===== src/wb_master_config.svh =====
`ifndef WB_MASTER_CONFIG_SVH
`define WB_MASTER_CONFIG_SVH

// ==================================================
// bus geometry shared by the package, RTL and testbench
// ==================================================

// byte address width of the wishbone bus
`define WB_ADDR_W    32

// width of one data word on the bus
`define WB_DATA_W    32

// one select line per byte of the data word
`define WB_SEL_W     4

// number of words fetched by a cache line fill
`define WB_BURST_LEN 4

// request sources are data cached, data uncached and instruction
`define WB_NUM_SRC   3

`endif


===== src/wb_master_pkg.sv =====
`default_nettype none

`include "wb_master_config.svh"

package wb_master_pkg;

    // field widths of an address, derived from the bus geometry
    localparam int WB_WORD_W = $clog2(`WB_BURST_LEN);
    localparam int WB_BYTE_W = $clog2(`WB_SEL_W);
    localparam int WB_LINE_W = `WB_ADDR_W - WB_WORD_W - WB_BYTE_W;

    // source index doubles as priority, the lowest index wins arbitration
    localparam int SRC_DC_CACHED   = 0;
    localparam int SRC_DC_UNCACHED = 1;
    localparam int SRC_ICACHE      = 2;

    // one address word seen either flat or split into line, word and byte
    // the burst logic only ever touches the word field
    typedef union packed {
        logic [`WB_ADDR_W-1:0] flat;
        struct packed {
            logic [WB_LINE_W-1:0] line;
            logic [WB_WORD_W-1:0] word;
            logic [WB_BYTE_W-1:0] byte_ofs;
        } fields;
    } wb_addr_u;

    // a complete memory request as it travels from splitter to sequencer
    typedef struct packed {
        logic                  valid;
        logic                  qword;
        logic                  write;
        wb_addr_u              addr;
        logic [`WB_DATA_W-1:0] wdata;
        logic [`WB_SEL_W-1:0]  sel;
        logic [WB_BYTE_W-1:0]  lane;
    } wb_req_t;

    // bus sequencer states, burst1 to burst3 count the first three acks of a fill
    typedef enum logic [2:0] {
        WB_IDLE     = 3'd0,
        WB_BURST1   = 3'd1,
        WB_BURST2   = 3'd2,
        WB_BURST3   = 3'd3,
        WB_WAIT_ACK = 3'd4
    } wb_state_e;

endpackage

`default_nettype wire


===== src/wb_bus_sequencer.sv =====
`timescale 1ns/1ps
`default_nettype none

`include "wb_master_config.svh"

module wb_bus_sequencer import wb_master_pkg::*;
(
    input  wire logic                   i_clk,
    input  wire logic                   quick_n_reset,
    input  wb_req_t [`WB_NUM_SRC-1:0]   i_pending,
    input  wire logic [`WB_DATA_W-1:0]  i_wb_dat,
    input  wire logic                   i_wb_ack,
    output logic [`WB_NUM_SRC-1:0]      o_done,
    output logic [`WB_NUM_SRC-1:0]      o_ready,
    output logic [`WB_ADDR_W-1:0]       o_wb_adr,
    output logic [`WB_SEL_W-1:0]        o_wb_sel,
    output logic                        o_wb_we,
    output logic [`WB_DATA_W-1:0]       o_wb_dat,
    output logic                        o_wb_cyc,
    output logic                        o_wb_stb
);

    wb_state_e                r_state;

    // one-hot owner of the cycle in progress
    logic [`WB_NUM_SRC-1:0]   r_owner;

    // bus address held in the union so bursts step only the word field
    wb_addr_u                 r_adr;

    logic [`WB_NUM_SRC-1:0]   grant;
    wb_req_t                  pick;
    wb_addr_u                 start_adr;
    logic                     bus_ack;

    // ==================================================
    // fixed priority arbitration
    // ==================================================

    // the scan runs from the highest index down so the lowest pending one wins
    always_comb
    begin
        grant = '0;
        pick  = '0;
        for (int i = `WB_NUM_SRC - 1; i >= 0; i--)
        begin
            if (i_pending[i].valid)
            begin
                grant    = '0;
                grant[i] = 1'b1;
                pick     = i_pending[i];
            end
        end
    end

    // the splitter leaves the byte field clear, the lane offset goes in here
    always_comb
    begin
        start_adr                 = pick.addr;
        start_adr.fields.byte_ofs = pick.lane;
    end

    // ==================================================
    // per-source handshakes
    // ==================================================

    // an ack only counts while a strobe is out on the bus
    assign bus_ack = o_wb_stb && i_wb_ack;

    // every acked word, read or write, is one ready pulse to the owner
    assign o_ready = bus_ack ? r_owner : '0;

    // only the last ack of a cycle releases the owner's slot
    assign o_done = (bus_ack && (r_state == WB_WAIT_ACK)) ? r_owner : '0;

    assign o_wb_adr = r_adr.flat;

    // ==================================================
    // bus state machine
    // ==================================================

    always_ff @(posedge i_clk)
    begin
        if (!quick_n_reset)
        begin
            r_state  <= WB_IDLE;
            r_owner  <= '0;
            o_wb_cyc <= 1'b0;
            o_wb_stb <= 1'b0;
            o_wb_we  <= 1'b0;
            o_wb_sel <= '0;
        end
        else
        begin
            case (r_state)
                WB_IDLE:
                begin
                    // start the highest priority pending request
                    if (|grant)
                    begin
                        o_wb_cyc <= 1'b1;
                        o_wb_stb <= 1'b1;
                        o_wb_we  <= pick.write;
                        o_wb_sel <= pick.sel;
                        r_owner  <= grant;
                        // a line fill needs three acks before the final one
                        r_state  <= pick.qword ? WB_BURST1 : WB_WAIT_ACK;
                    end
                end

                WB_BURST1:
                begin
                    if (i_wb_ack)
                    begin
                        r_state <= WB_BURST2;
                    end
                end

                WB_BURST2:
                begin
                    if (i_wb_ack)
                    begin
                        r_state <= WB_BURST3;
                    end
                end

                WB_BURST3:
                begin
                    if (i_wb_ack)
                    begin
                        r_state <= WB_WAIT_ACK;
                    end
                end

                WB_WAIT_ACK:
                begin
                    // the final ack closes the cycle, idle holds for at least one clock
                    if (i_wb_ack)
                    begin
                        o_wb_cyc <= 1'b0;
                        o_wb_stb <= 1'b0;
                        o_wb_we  <= 1'b0;
                        r_state  <= WB_IDLE;
                    end
                end

                default:
                begin
                    r_state <= WB_IDLE;
                end
            endcase
        end
    end

    // address and write data are loaded at the start and stepped during a fill
    always_ff @(posedge i_clk)
    begin
        if ((r_state == WB_IDLE) && (|grant))
        begin
            r_adr    <= start_adr;
            o_wb_dat <= pick.wdata;
        end
        else if (i_wb_ack && ((r_state == WB_BURST1) || (r_state == WB_BURST2) ||
                              (r_state == WB_BURST3)))
        begin
            // wrap within the line, the line field never changes
            r_adr.fields.word <= r_adr.fields.word + 1'b1;
        end
    end

    // ==================================================
    // checks
    // ==================================================

    a_burst_steps : assert property (
        @(posedge i_clk) disable iff (!quick_n_reset)
        i_wb_ack && (r_state inside {WB_BURST1, WB_BURST2, WB_BURST3}) |=>
            (r_state == wb_state_e'($past(r_state) + 3'd1))
    ) else $error("burst state did not advance on ack");

    a_wait_ack_ends : assert property (
        @(posedge i_clk) disable iff (!quick_n_reset)
        (r_state == WB_WAIT_ACK) && i_wb_ack |=> (r_state == WB_IDLE) && !o_wb_cyc
    ) else $error("final ack did not return the bus to idle");

    // the slave may stall freely, the master must not move under it
    a_hold_under_stall : assert property (
        @(posedge i_clk) disable iff (!quick_n_reset)
        o_wb_stb && !i_wb_ack |=> o_wb_stb && $stable(o_wb_adr) && $stable(o_wb_sel) &&
                                  $stable(o_wb_we) && $stable(o_wb_dat)
    ) else $error("bus outputs changed while waiting for ack");

    // read data is forwarded unregistered, so an acked read word must be defined
    a_read_data_known : assert property (
        @(posedge i_clk) disable iff (!quick_n_reset)
        bus_ack && !o_wb_we |-> !$isunknown(i_wb_dat)
    ) else $error("slave acked a read with undefined data");

endmodule

`default_nettype wire


===== src/wb_master_top.sv =====
`timescale 1ns/1ps
`default_nettype none

`include "wb_master_config.svh"

module wb_master_top import wb_master_pkg::*;
(
    input  wire logic                  i_clk,
    input  wire logic                  quick_n_reset,

    // instruction cache side
    input  wire logic                  i_icache_req,
    input  wire logic                  i_icache_qword,
    input  wire logic [`WB_ADDR_W-1:0] i_icache_address,
    output logic [`WB_DATA_W-1:0]      o_icache_read_data,
    output logic                       o_icache_ready,

    // data cache side, the two ports share address, data and enables
    input  wire logic                  i_dcache_cached_req,
    input  wire logic                  i_dcache_uncached_req,
    input  wire logic                  i_dcache_qword,
    input  wire logic                  i_dcache_write,
    input  wire logic [`WB_DATA_W-1:0] i_dcache_write_data,
    input  wire logic [`WB_SEL_W-1:0]  i_dcache_byte_enable,
    input  wire logic [`WB_ADDR_W-1:0] i_dcache_address,
    output logic [`WB_DATA_W-1:0]      o_dcache_read_data,
    output logic                       o_dcache_cached_ready,
    output logic                       o_dcache_uncached_ready,

    // wishbone classic master port
    output logic [`WB_ADDR_W-1:0]      o_wb_adr,
    output logic [`WB_SEL_W-1:0]       o_wb_sel,
    output logic                       o_wb_we,
    input  wire logic [`WB_DATA_W-1:0] i_wb_dat,
    output logic [`WB_DATA_W-1:0]      o_wb_dat,
    output logic                       o_wb_cyc,
    output logic                       o_wb_stb,
    input  wire logic                  i_wb_ack
);

    wb_req_t [`WB_NUM_SRC-1:0] split_req;
    wb_req_t [`WB_NUM_SRC-1:0] pending;
    logic [`WB_NUM_SRC-1:0]    done;
    logic [`WB_NUM_SRC-1:0]    ready;

    wb_req_split wb_req_split_i (
        .i_icache_req          (i_icache_req),
        .i_icache_qword        (i_icache_qword),
        .i_icache_address      (i_icache_address),
        .i_dcache_cached_req   (i_dcache_cached_req),
        .i_dcache_uncached_req (i_dcache_uncached_req),
        .i_dcache_qword        (i_dcache_qword),
        .i_dcache_write        (i_dcache_write),
        .i_dcache_write_data   (i_dcache_write_data),
        .i_dcache_byte_enable  (i_dcache_byte_enable),
        .i_dcache_address      (i_dcache_address),
        .o_req                 (split_req)
    );

    // one slot per source holds its strobe until the bus cycle is done
    for (genvar g = 0; g < `WB_NUM_SRC; g++)
    begin : g_slot
        wb_req_slot wb_req_slot_i (
            .i_clk         (i_clk),
            .quick_n_reset (quick_n_reset),
            .i_req         (split_req[g]),
            .i_done        (done[g]),
            .o_pending     (pending[g])
        );
    end

    wb_bus_sequencer wb_bus_sequencer_i (
        .i_clk         (i_clk),
        .quick_n_reset (quick_n_reset),
        .i_pending     (pending),
        .i_wb_dat      (i_wb_dat),
        .i_wb_ack      (i_wb_ack),
        .o_done        (done),
        .o_ready       (ready),
        .o_wb_adr      (o_wb_adr),
        .o_wb_sel      (o_wb_sel),
        .o_wb_we       (o_wb_we),
        .o_wb_dat      (o_wb_dat),
        .o_wb_cyc      (o_wb_cyc),
        .o_wb_stb      (o_wb_stb)
    );

    // ready bits map back to the named per-source outputs
    assign o_dcache_cached_ready   = ready[SRC_DC_CACHED];
    assign o_dcache_uncached_ready = ready[SRC_DC_UNCACHED];
    assign o_icache_ready          = ready[SRC_ICACHE];

    // read data is valid in the ready cycle and goes straight through
    assign o_icache_read_data      = i_wb_dat;
    assign o_dcache_read_data      = i_wb_dat;

endmodule

`default_nettype wire


===== src/wb_req_slot.sv =====
`timescale 1ns/1ps
`default_nettype none

`include "wb_master_config.svh"

module wb_req_slot import wb_master_pkg::*;
(
    input  wire logic    i_clk,
    input  wire logic    quick_n_reset,
    input  wb_req_t      i_req,
    input  wire logic    i_done,
    output wb_req_t      o_pending
);

    // ==================================================
    // pending flag and stored request
    // ==================================================

    // high from the edge after the strobe until the edge that samples done
    logic    r_pending;

    // captured request fields, meaningful only while r_pending is set
    wb_req_t r_req;

    always_ff @(posedge i_clk)
    begin
        if (!quick_n_reset)
        begin
            r_pending <= 1'b0;
        end
        else if (i_req.valid)
        begin
            r_pending <= 1'b1;
        end
        else if (i_done)
        begin
            r_pending <= 1'b0;
        end
    end

    // the strobe is a single cycle, so the fields are latched right then
    always_ff @(posedge i_clk)
    begin
        if (i_req.valid)
        begin
            r_req <= i_req;
        end
    end

    // the sequencer sees the stored fields with valid meaning pending
    always_comb
    begin
        o_pending       = r_req;
        o_pending.valid = r_pending;
    end

    // ==================================================
    // protocol checks
    // ==================================================

    // a requester waits for its last ready before issuing the next strobe
    a_no_strobe_while_pending : assert property (
        @(posedge i_clk) disable iff (!quick_n_reset)
        i_req.valid |-> !r_pending
    ) else $error("strobe arrived while the slot was still pending");

    // the sequencer only completes a cycle it started from this slot
    a_done_only_when_pending : assert property (
        @(posedge i_clk) disable iff (!quick_n_reset)
        i_done |-> r_pending
    ) else $error("done pulse for a slot with nothing pending");

endmodule

`default_nettype wire


===== src/wb_req_split.sv =====
`timescale 1ns/1ps
`default_nettype none

`include "wb_master_config.svh"

module wb_req_split import wb_master_pkg::*;
(
    input  wire logic                  i_icache_req,
    input  wire logic                  i_icache_qword,
    input  wire logic [`WB_ADDR_W-1:0] i_icache_address,
    input  wire logic                  i_dcache_cached_req,
    input  wire logic                  i_dcache_uncached_req,
    input  wire logic                  i_dcache_qword,
    input  wire logic                  i_dcache_write,
    input  wire logic [`WB_DATA_W-1:0] i_dcache_write_data,
    input  wire logic [`WB_SEL_W-1:0]  i_dcache_byte_enable,
    input  wire logic [`WB_ADDR_W-1:0] i_dcache_address,
    output wb_req_t [`WB_NUM_SRC-1:0]  o_req
);

    // byte lane offset for the low address bits
    // a single lane gives its own index, the upper halfword gives 2, all else 0
    function automatic logic [WB_BYTE_W-1:0] lane_from_sel(input logic [`WB_SEL_W-1:0] be);
        case (be)
            4'b0001: lane_from_sel = 2'd0;
            4'b0010: lane_from_sel = 2'd1;
            4'b0100: lane_from_sel = 2'd2;
            4'b1000: lane_from_sel = 2'd3;
            4'b1100: lane_from_sel = 2'd2;
            default: lane_from_sel = 2'd0;
        endcase
    endfunction

    logic [`WB_SEL_W-1:0] dc_sel;
    wb_req_t              dc_req;

    // reads always fetch the whole word, only writes narrow the lanes
    assign dc_sel = i_dcache_write ? i_dcache_byte_enable : {`WB_SEL_W{1'b1}};

    // both data ports share one set of request fields
    always_comb
    begin
        dc_req                        = '0;
        dc_req.qword                  = i_dcache_qword && !i_dcache_write;
        dc_req.write                  = i_dcache_write;
        dc_req.addr.flat              = i_dcache_address;
        dc_req.addr.fields.byte_ofs   = '0;
        dc_req.wdata                  = i_dcache_write_data;
        dc_req.sel                    = dc_sel;
        dc_req.lane                   = lane_from_sel(dc_sel);
    end

    always_comb
    begin
        o_req                        = '0;
        o_req[SRC_DC_CACHED]         = dc_req;
        o_req[SRC_DC_CACHED].valid   = i_dcache_cached_req;
        o_req[SRC_DC_UNCACHED]       = dc_req;
        o_req[SRC_DC_UNCACHED].valid = i_dcache_uncached_req;
        // instruction fetches are word aligned reads over all lanes
        o_req[SRC_ICACHE].valid      = i_icache_req;
        o_req[SRC_ICACHE].qword      = i_icache_qword;
        o_req[SRC_ICACHE].addr.flat  = {i_icache_address[`WB_ADDR_W-1:WB_BYTE_W], 2'b00};
        o_req[SRC_ICACHE].sel        = {`WB_SEL_W{1'b1}};
    end

    // the data cache drives one shared field set, so only one port may strobe
    always_comb
    begin
        assert (!(i_dcache_cached_req && i_dcache_uncached_req))
            else $error("data cached and uncached strobes in the same cycle");
    end

endmodule

`default_nettype wire

===== config.mk =====
export PLATFORM = sky130hd
export DESIGN_NAME = wb_master_top
export DESIGN_NICKNAME = d
export VERILOG_FILES = /design/src/wb_master_pkg.sv /design/src/wb_bus_sequencer.sv /design/src/wb_master_top.sv /design/src/wb_req_slot.sv /design/src/wb_req_split.sv
export VERILOG_INCLUDE_DIRS = /design/src
export SDC_FILE = /design/constraint.sdc
export NUM_CORES = 1
export LEC_CHECK = 0
export BUFFER_PORTS_ARGS = -buffer_cell sky130_fd_sc_hd__buf_4
export CELL_PAD_IN_SITES_DETAIL_PLACEMENT = 0
export CELL_PAD_IN_SITES_GLOBAL_PLACEMENT = 2
export CORE_MARGIN = 5
export CORE_UTILIZATION = 26
export DETAILED_ROUTE_END_ITERATION = 10
export HOLD_SLACK_MARGIN = 0.03
export PLACE_DENSITY = 0.58
export REMOVE_ABC_BUFFERS = 1
export SLEW_MARGIN = 20
export SYNTH_ARGS = -nofsm -noshare
export SYNTH_HDL_FRONTEND = slang
export SYNTH_HIERARCHICAL = 1
export SYNTH_SLANG_ARGS = --single-unit

===== constraint.sdc =====
create_clock -name i_clk -period 1.9 [get_ports i_clk]
set_input_delay 0.19 -clock i_clk [delete_from_list [all_inputs] [get_ports i_clk]]
set_output_delay 0.19 -clock i_clk [all_outputs]
set_load 0.05 [all_outputs]

==> results of run 1 <==
-- per-stage QoR --
stage	instance area, um^2	cells
floorplan	10330	612
global placement	12700	1420
detailed placement	12700	1420
CTS	14780	1581
global route	14790	1582
finish	14790	1582
-- routing by layer --
metal  GRT usage  part of all wire  wire, um  vias up
met5    0.009191                 0         0        -
met4     0.02685             0.016       472        0
met3     0.05242             0.092      2651       37
met2      0.1693              0.46     13140      224
met1      0.1373              0.44     12550     3106
li1            -                 -         -     2992
-- final cells by class --
class / count / share of cell area
diodes: 1 / 0.0001692
clock buffers: 47 / 0.06515
clock inverters: 14 / 0.008377
inverters: 2 / 0.0006769
multi-input cells: 321 / 0.1213
flip-flops and latches: 289 / 0.5773
well taps: 615 / 0.05204
repair buffers: 293 / 0.1750
-- worst max-delay path, stage by stage (launching register included) --
cell	delay [ns]
sky130_fd_sc_hd__dfxtp_1	0.40
sky130_fd_sc_hd__nor3_2	0.28
sky130_fd_sc_hd__nand2b_1	0.15
sky130_fd_sc_hd__inv_4	0.15
sky130_fd_sc_hd__buf_12	0.24
-- power by group through the flow --
stage | sequential, mW | clock [mW] | combinational [mW]
3_5_place_dp | 8.42 | 0 | 3.63
6_report | 8.29 | 6.37 | 3.71
3_3_place_gp | 8.43 | 0 | 3.62
5_1_grt | 8.38 | 6.94 | 3.95
2_1_floorplan | 9.88 | 0 | 0.617
4_1_cts | 8.31 | 6.68 | 3.80
-- timing repair --
action                                 CTS  global route
hold buffers                           100             0
setup buffers                            0             0
setup endpoints to repair                0             0
endpoints found under the hold margin  185             0
resized for setup                        0             0
-- final timing paths --
kind,slack [ns],end,from
worst max-delay path,0.31,wb_bus_sequencer_i/o_wb_dat[15],wb_bus_sequencer_i/r_state[2]
worst min-delay path,0.08,wb_bus_sequencer_i/r_state[0],i_wb_ack
worst min register to register,0.46,wb_bus_sequencer_i/o_wb_sel[2],wb_bus_sequencer_i/o_wb_sel[2]
worst max register to register,0.31,wb_bus_sequencer_i/o_wb_dat[15],wb_bus_sequencer_i/r_state[2]
-- state kept, by name (all words and copies together), names as in the netlist --
name	flops
g_slot.wb_req_slot_i/r_pending	3
wb_bus_sequencer_i/o_wb_sel	4
wb_bus_sequencer_i/r_owner	3
wb_bus_sequencer_i/o_wb_adr	32
wb_bus_sequencer_i/o_wb_we	1
wb_bus_sequencer_i/o_wb_dat	32
wb_bus_sequencer_i/o_wb_stb	1
g_slot.wb_req_slot_i/o_pending	210
wb_bus_sequencer_i/r_state	3
==> reports/metrics.yaml, run 1 <==
power:
  share_seq_of_total_power: 0.451
  p_int_mw: 12.97
  post-layout-total-power_mw: 18.38
  clockPowerShare: 0.347
  p_sw_frac: 0.2939
  p_per_area_nw_per_um2: 1243
  leakage_nw: 5.423
  max-vdd-ir-drop_mv: 0.6434
  p_sw_mw: 5.401
  combinationalPowerShare: 0.202
sta:
  tightest_slew_ns: 0.6765
  tns_ns: 0
  final.min_clock_period_ns: 1.591
  timing_max_transition_violations_final: 0
  postLayoutSetupSlackWorst_ns: 0.3090
  whs_ns: 0.08282
  worst_clock_skew_ns: 0.01019
  finalHoldViolations: 0
  rsz0062_at_grt: "no"
  slew_headroom: 0.5490
  fmax_mhz: 628.5
  period_share: 0.8374
  timing.final.setup_violations: 0
synth:
  yosysWarnings: 6
  syn_avg_cell_area_um2: 14.04
  postSynthCellCount: 884
  synth_area_um2: 12410
clock_network:
  clock_tree.htree_level_count: 2
  cts_sinks: 289
  cts_root_buf: "sky130_fd_sc_hd__clkbuf_16"
  cts-buffers-inserted: 35
  path_clk_slew_ns: 0.06
  clock_latency_ns: 0.52
  tritoncts: "done"
  clock_path_buffers: 3
route:
  ant_nets: 0
  dr.pass1.iters: 4
  via_per_inst: 4.020
  drt_iter0_markers: 290
  wire_length_per_cell_um: 18.21
  drt-total-wl_um: 28810
  vias: 6359
  remaining_design_rule_violation_count: 0
setup_path:
  cp.arrival_ns: 1.78
  path_max_fanout: 33
  timing.setup.critical_path_class: "reg2reg"
  worst_path_required_time_ns: 2.09
  critical_path.endpoint_type: "flop"
  critical_path.startpoint_type: "flop"
  worst-r2r-cell-count: 4
layout:
  layout-area-overhead-vs-synth_pct: 19.16
  area.sequential_um2: 8536
  commonest_non_fill_non_tap_cell_in_the_layout: "sky130_fd_sc_hd__edfxtp_1"
  fillers: 4762
  finalNetCount: 1083
  fin_util: 0.3117
  most-common-layout-cells: "274 x sky130_fd_sc_hd__edfxtp_1, 182 x sky130_fd_sc_hd__buf_4, 100 x sky130_fd_sc_hd__dlygate4sd3_1, 72 x sky130_fd_sc_hd__nand2_1, 64 x sky130_fd_sc_hd__a22oi_1"
  area_of_combinational_cells_with_multiple_inputs_um2: 1794
  drive_above_1_share: 0.2619
place:
  detailedPlacementHpwl_um: 17410
  portBuffers: 178
  gp_congestion: 0.6823
  placement.setup.worst_slack_ns: 0.3140
die:
  die-area_um2: 52200
  std_cell_rows: 80
  io_pins: 279
  die_height_um: 228.5
  die_width_um: 228.5
  core_area_um2: 47450
  initial_utilization: 0.2616
global_routing:
  grt_first_pass_wirelength_um: 43480
  grt_overall_usage: 0.1091
  grt_max_degree: 72
  antenna_violations_before_repair: 1
  number_of_global_route_vias_before_repair: 6862
  globalRouteOverflowTotal: 0
run_status:
  outcome: "finished, final reports clean"
job:
  maxCapViolCount: 0
hold_path:
  whs_path_depth: 3
  worstHoldPathType: "in2reg"
No activity file was read; power rests on OpenSTA's default activity.
==> run 2, diff against run 1 <==
- ABC_AREA: not set -> 1
- PLACE_DENSITY: 0.58 -> 0.57
- clock period: 1.9 -> 1.49 ns (I/O delays scaled with it)
==> reports/metrics.yaml, run 2 <==
die:
  io_pins: 279  # unchanged
  std_cell_rows: 80  # unchanged
  die-area_um2: 52210  # about the same
  die_width_um: 228.5  # about the same
  core_area_um2: 47450  # unchanged
  die_height_um: 228.5  # about the same
  initial_utilization: 0.2616  # about the same
sta:
  rsz0062_at_grt: "no"
  period_share: 0.9267  # +0.08937
  timing.final.setup_violations: 0  # unchanged
  timing_max_transition_violations_final: 0  # unchanged
  finalHoldViolations: 0  # unchanged
  worst_clock_skew_ns: 0.01456  # +0.004376 ns
  final.min_clock_period_ns: 1.381  # -0.2102 ns
  tns_ns: 0  # unchanged
  fmax_mhz: 724.2  # +15%
layout:
  drive_above_1_share: 0.2543  # -0.007622
  finalNetCount: 1224  # +13%
  largest_register_ffs: 210  # unchanged
  area_of_combinational_cells_with_multiple_inputs_um2: 1744  # -2.8%
  commonest_non_fill_non_tap_cell_in_the_layout: "sky130_fd_sc_hd__edfxtp_1"
  most-common-layout-cells: "274 x sky130_fd_sc_hd__edfxtp_1, 246 x sky130_fd_sc_hd__nand2_1, 190 x sky130_fd_sc_hd__buf_4, 103 x sky130_fd_sc_hd__dlygate4sd3_1, 72 x sky130_fd_sc_hd__nand3_1"
  area.sequential_um2: 8537  # about the same
  layout-area-overhead-vs-synth_pct: 22.66
  fillers: 4788  # +0.55%
  instances_no_fill: 1725  # +9.0%
place:
  post-place-cells: 1556  # +9.6%
  gp_congestion: 0.6905  # +1.2%
  detailedPlacementHpwl_um: 18450  # +6.0%
  portBuffers: 178  # unchanged
setup_path:
  critical_path.endpoint_type: "flop"
  cp.arrival_ns: 1.64  # -0.14 ns
  timing.setup.critical_path_class: "reg2reg"
  critical_path.startpoint_type: "flop"
  worst_path_required_time_ns: 1.75  # -0.34 ns
  path_max_fanout: 13  # -61%
global_routing:
  antenna_violations_before_repair: 1  # unchanged
  grt_first_pass_wirelength_um: 44090  # +1.4%
  number_of_global_route_vias_before_repair: 6957  # +1.4%
  grt_max_degree: 69  # -4.2%
  globalRouteOverflowTotal: 0  # unchanged
  grt_overall_usage: 0.1109  # +0.001754
power:
  p_sw_mw: 8.927  # +65%
  leakage_nw: 5.953  # +9.8%
  p_per_area_nw_per_um2: 1789  # +44%
  combinationalPowerShare: 0.271  # +0.069
  clockPowerShare: 0.321  # -0.026
  share_seq_of_total_power: 0.408  # -0.043
  p_sw_frac: 0.3278  # +0.03387
  max-vdd-ir-drop_mv: 0.8356  # +30%
  p_int_mw: 18.31  # +41%
clock_network:
  cts-buffers-inserted: 36  # +2.9%
  clock_tree.htree_level_count: 2  # unchanged
  cts_sinks: 289  # unchanged
  tritoncts: "done"
  clock_path_buffers: 3  # unchanged
  path_clk_slew_ns: 0.05  # about the same
  cts_root_buf: "sky130_fd_sc_hd__clkbuf_16"
  clock_latency_ns: 0.53  # about the same
route:
  dr_wl_met2_um: 13030  # -0.81%
  drt-total-wl_um: 29490  # +2.3%
  met1_length_um: 13170  # +5.0%
  remaining_design_rule_violation_count: 0  # unchanged
  dr.pass1.iters: 4  # unchanged
  via_per_inst: 3.874  # -3.6%
  ant_nets: 0  # unchanged
  wire_length_per_cell_um: 17.09  # -6.1%
  vias: 6682  # +5.1%
  drt_iter0_markers: 258  # -11%
  wl_met3_um: 2557  # -3.5%
  maxUsedRoutingLayer: "met5"
synth:
  yosysWarnings: 6  # unchanged
  syn_avg_cell_area_um2: 12.51  # -11%
  synth_area_um2: 12410  # about the same
  postSynthCellCount: 992  # +12%
run_status:
  outcome: "finished, final reports clean"
hold_path:
  worstHoldPathType: "in2reg"
job:
  maxCapViolCount: 0  # unchanged
-- run 2: area by class of cell --
cell class | count | area share
Clock buffer | 48 | 0.06558
Antenna cell | 1 | 0.0001644
Sequential cell | 289 | 0.5607
Clock inverter | 16 | 0.01257
Tap cell | 615 | 0.05054
Inverter | 31 | 0.008135
Timing Repair Buffer | 314 | 0.1878
Multi-Input combinational cell | 411 | 0.1146
-- run 2: per-stage QoR --
| stage | utilization | worst slack [ns] | hold slack, ns | power, mW | cell area (um^2) |
|---|---|---|---|---|---|
| finish | 0.3209 | 0.1092 | 0.08558 | 27.23 | 15230 |
| global route | 0.3209 | 0.001901 | 0.1047 | 28.53 | 15230 |
| CTS | 0.3194 | 0.02390 | 0.03138 | 27.60 | 15150 |
| detailed placement | 0.2725 | 0.04179 | 0.2987 | 18.36 | 12930 |
| global placement | 0.2725 | 0.03814 | 0.2987 | 18.39 | 12930 |
| floorplan | - | -1.611 | 0.2466 | 15.29 | 10370 |
-- run 2: power by group through the flow --
| stage | Combinational [mW] | Clock, mW | Sequential (mW) |
|---|---|---|---|
| 2_1_floorplan | 1.10 | 0 | 14.2 |
| 3_3_place_gp | 7.12 | 0 | 11.3 |
| 3_5_place_dp | 7.10 | 0 | 11.3 |
| 4_1_cts | 7.34 | 9.13 | 11.1 |
| 5_1_grt | 7.82 | 9.47 | 11.2 |
| 6_report | 7.38 | 8.75 | 11.1 |
-- run 2: final timing paths --
path                                  from                        endpoint  slack [ns]  depth (start not counted)
max          wb_bus_sequencer_i/r_state[1]  wb_bus_sequencer_i/o_wb_adr[2]        0.11                          7
min                               i_wb_ack   wb_bus_sequencer_i/r_state[1]        0.09                          4
max reg2reg  wb_bus_sequencer_i/r_state[1]  wb_bus_sequencer_i/o_wb_adr[2]        0.11                          7
min reg2reg  wb_bus_sequencer_i/r_owner[2]   wb_bus_sequencer_i/r_owner[2]        0.46                          2
-- run 2: routing by layer --
metal / GRT usage / vias to the layer above
met5: 0.02482 / -
met4: 0.03403 / 4
met3: 0.04894 / 44
met2: 0.1683 / 244
met1: 0.1412 / 3174
li1: - / 3216
-- run 2: repair_timing --
| action | 4_1_cts | 5_1_grt |
|---|---|---|
| endpoints found under the hold margin | 201 | 0 |
| resized for setup | 2 | 15 |
| gates cloned | 0 | 1 |
| hold buffers | 103 | 0 |
| setup buffers | 0 | 0 |
| endpoints found under the setup margin | 3 | 43 |
| pin swaps | 0 | 0 |
-- run 2: critical path, cell delays in order (launching register included) --
cell and delay [ns]:
sky130_fd_sc_hd__dfxtp_1 0.34, sky130_fd_sc_hd__nor2_4 0.15, sky130_fd_sc_hd__nand2_1 0.10, sky130_fd_sc_hd__inv_2 0.08
sky130_fd_sc_hd__nand2_4 0.06, sky130_fd_sc_hd__inv_6 0.13, sky130_fd_sc_hd__buf_8 0.17, sky130_fd_sc_hd__o21ai_0 0.08
==> run 3, diff against run 2 <==
- ABC_AREA: 1 -> not set
- PLACE_DENSITY: 0.57 -> 0.55
==> reports/metrics.yaml, run 3 (same netlist as run 1, synthesis figures left out) <==
setup_path:
  critical_path.startpoint_type: "primary input"
  path_max_fanout: 3  # -10
  timing.setup.critical_path_class: "in2reg"
  reg2reg_from: "wb_bus_sequencer_i/r_state[2]"
  critPathBufInv: 3  # unchanged
  cp.arrival_ns: 1.76  # +0.12 ns
  worst-r2r-cell-count: 5  # -2
  worst_path_most_repeated_cell: "sky130_fd_sc_hd__dlygate4sd3_1"
  timing.critical_path.depth: 5  # -2
  critPathLaunch: "i_dcache_byte_enable[3]"
  crit_path_cell_trace: "dlygate4sd3_1 > buf_4 > xnor2_1 > dlygate4sd3_1 > nor3_1"
  timing.critical_path.max_delay_family: "buffers and inverters"
  timing.critical_path.slowest_stage_cell: "sky130_fd_sc_hd__dlygate4sd3_1"
  worst_path_required_time_ns: 1.82  # +0.07 ns
  slowest_delay_ns: 0.56  # +0.22 ns
  critical_path.endpoint_type: "flop"
clock_network:
  cts-buffers-inserted: 35  # -2.8%
  path_clk_slew_ns: 0.06  # about the same
  clock_latency_ns: 0.52  # about the same
  clock_tree.htree_level_count: 2  # unchanged
  cts_sinks: 289  # unchanged
  tritoncts: "done"
  clock_path_buffers: 3  # unchanged
  cts_root_buf: "sky130_fd_sc_hd__clkbuf_16"
die:
  std_cell_rows: 80  # unchanged
  initial_utilization: 0.2616  # about the same
  die_width_um: 228.5  # about the same
  die_height_um: 228.5  # about the same
  die-area_um2: 52200  # about the same
  core_area_um2: 47450  # unchanged
  io_pins: 279  # unchanged
sta:
  timing_max_transition_violations_final: 0  # unchanged
  period_share: 0.9661  # +0.03939
  timing.final.setup_violations: 0  # unchanged
  postLayoutSetupSlackWorst_ns: 0.05048  # -0.05869 ns
  rsz0062_at_grt: "yes"
  fmax_mhz: 694.7  # -4.1%
  worst_clock_skew_ns: 0.01617  # +0.001604 ns
  tns_ns: 0  # unchanged
  final.min_clock_period_ns: 1.440  # +0.05869 ns
  finalHoldViolations: 0  # unchanged
layout:
  largest_register_ffs: 210  # unchanged
  instances_no_fill: 1616  # -6.3%
  layout-area-overhead-vs-synth_pct: 22.72  # about the same
  diodes: 0  # -1
  finalNetCount: 1116  # -8.8%
  drive_above_1_share: 0.2947  # +0.04042
  most-common-layout-cells: "274 x sky130_fd_sc_hd__edfxtp_1, 197 x sky130_fd_sc_hd__buf_4, 104 x sky130_fd_sc_hd__dlygate4sd3_1, 72 x sky130_fd_sc_hd__nand2_1, 63 x sky130_fd_sc_hd__a22oi_1"
  commonest_non_fill_non_tap_cell_in_the_layout: "sky130_fd_sc_hd__edfxtp_1"
  finalInstanceArea_um2: 15230  # about the same
hold_path:
  whs_path_depth: 2  # -2
  worstHoldPathType: "in2reg"
  worst_hold_startpoint: "i_dcache_uncached_req"
global_routing:
  grt_first_pass_wirelength_um: 44300  # +0.48%
  globalRouteOverflowTotal: 0  # unchanged
  grt_max_degree: 45  # -35%
  grt_overall_usage: 0.1116  # +0.0007416
  number_of_global_route_vias_before_repair: 6922  # -0.50%
  antenna_violations_before_repair: 0  # -1
route:
  wire_length_per_cell_um: 18.40  # +7.6%
  drt_iter0_markers: 252  # -2.3%
  drt-total-wl_um: 29730  # +0.83%
  dr.pass1.iters: 4  # unchanged
  remaining_design_rule_violation_count: 0  # unchanged
  ant_nets: 0  # unchanged
  vias: 6563  # -1.8%
  via_per_inst: 4.061  # +4.8%
place:
  post_placement_cell_area_um2: 12960  # +0.24%
  detailedPlacementHpwl_um: 19150  # +3.8%
  portBuffers: 178  # unchanged
  post-place-cells: 1445  # -7.1%
  gp_congestion: 0.6999  # +1.4%
  placement.setup.worst_slack_ns: -0.03036  # -0.07215 ns
job:
  maxCapViolCount: 0  # unchanged
power:
  p_per_area_nw_per_um2: 1564  # -13%
  leakage_nw: 5.632  # -5.4%
  max-vdd-ir-drop_mv: 0.6410  # -23%
run_status:
  outcome: "finished, final reports clean"
run 3: cell count changes in the layout (fill, tap and decap cells not counted), moves of 7 or more:
| cell | previous run | this run |
|---|---|---|
| sky130_fd_sc_hd__o21ai_0 | 5 | 43 |
| sky130_fd_sc_hd__nor2b_1 | 0 | 9 |
| sky130_fd_sc_hd__o21ai_1 | 0 | 21 |
| sky130_fd_sc_hd__nand2_1 | 246 | 72 |
| sky130_fd_sc_hd__buf_4 | 190 | 197 |
| sky130_fd_sc_hd__nand3_1 | 72 | 3 |
| sky130_fd_sc_hd__inv_1 | 28 | 1 |
| sky130_fd_sc_hd__a22oi_1 | 0 | 63 |
run 3: path summary, 6_finish.rpt:
kind	to	slack (ns)
max	g_slot[1].wb_req_slot_i/o_pending[0]	0.05
min	g_slot[1].wb_req_slot_i/o_pending[35]	0.12
max reg2reg	wb_bus_sequencer_i/o_wb_sel[2]	0.06
min reg2reg	wb_bus_sequencer_i/o_wb_sel[2]	0.48
run 3: power breakdown:
part | switching, mW | internal, mW | leakage (nW)
Sequential | 0.419 | 10.2 | 2.82
Clock | 3.26 | 4.86 | 0.539
Combinational | 3.34 | 1.75 | 2.27
run 3: layout make-up:
type                            count  area [um^2]
Fill cell                        4711        32220
Sequential cell                   289         8539
Timing Repair Buffer              326         2967
Multi-Input combinational cell    321         1844
Clock buffer                       41        940.9
Tap cell                          615        769.5
Clock inverter                     22        157.7
Inverter                            2        10.01
run 3: routing by layer:
layer,global-route usage,wire length [um]
met2,0.1723,13510
met5,0.01654,69
met3,0.04696,2440
met1,0.1420,13060
met4,0.03422,648
run 3: worst reg2reg max path: stages, from the launching register on:
cell and delay [ns]:
sky130_fd_sc_hd__dfxtp_2 0.33, sky130_fd_sc_hd__buf_6 0.13, sky130_fd_sc_hd__or3_4 0.35, sky130_fd_sc_hd__nor3b_4 0.29, sky130_fd_sc_hd__a22oi_1 0.14, sky130_fd_sc_hd__a21boi_1 0.14
run 3: timing repair:
| item | 4_1_cts | 5_1_grt |
|---|---|---|
| setup endpoints to repair | 8 | 86 |
| hold buffers | 104 | 0 |
| endpoints found under the hold margin | 203 | 0 |
| setup buffers | 1 | 4 |
| pin swaps | 4 | 4 |
| resized for setup | 7 | 15 |
run 3: stage by stage:
step | util | hold slack (ns) | power [mW]
finish | 0.3210 | 0.1202 | 23.82
global route | 0.3210 | 0.1035 | 24.91
CTS | 0.3193 | 0.09012 | 24.24
detailed placement | 0.2731 | 0.2990 | 15.58
global placement | 0.2731 | 0.2990 | 15.59
floorplan | - | 0.2479 | 13.39
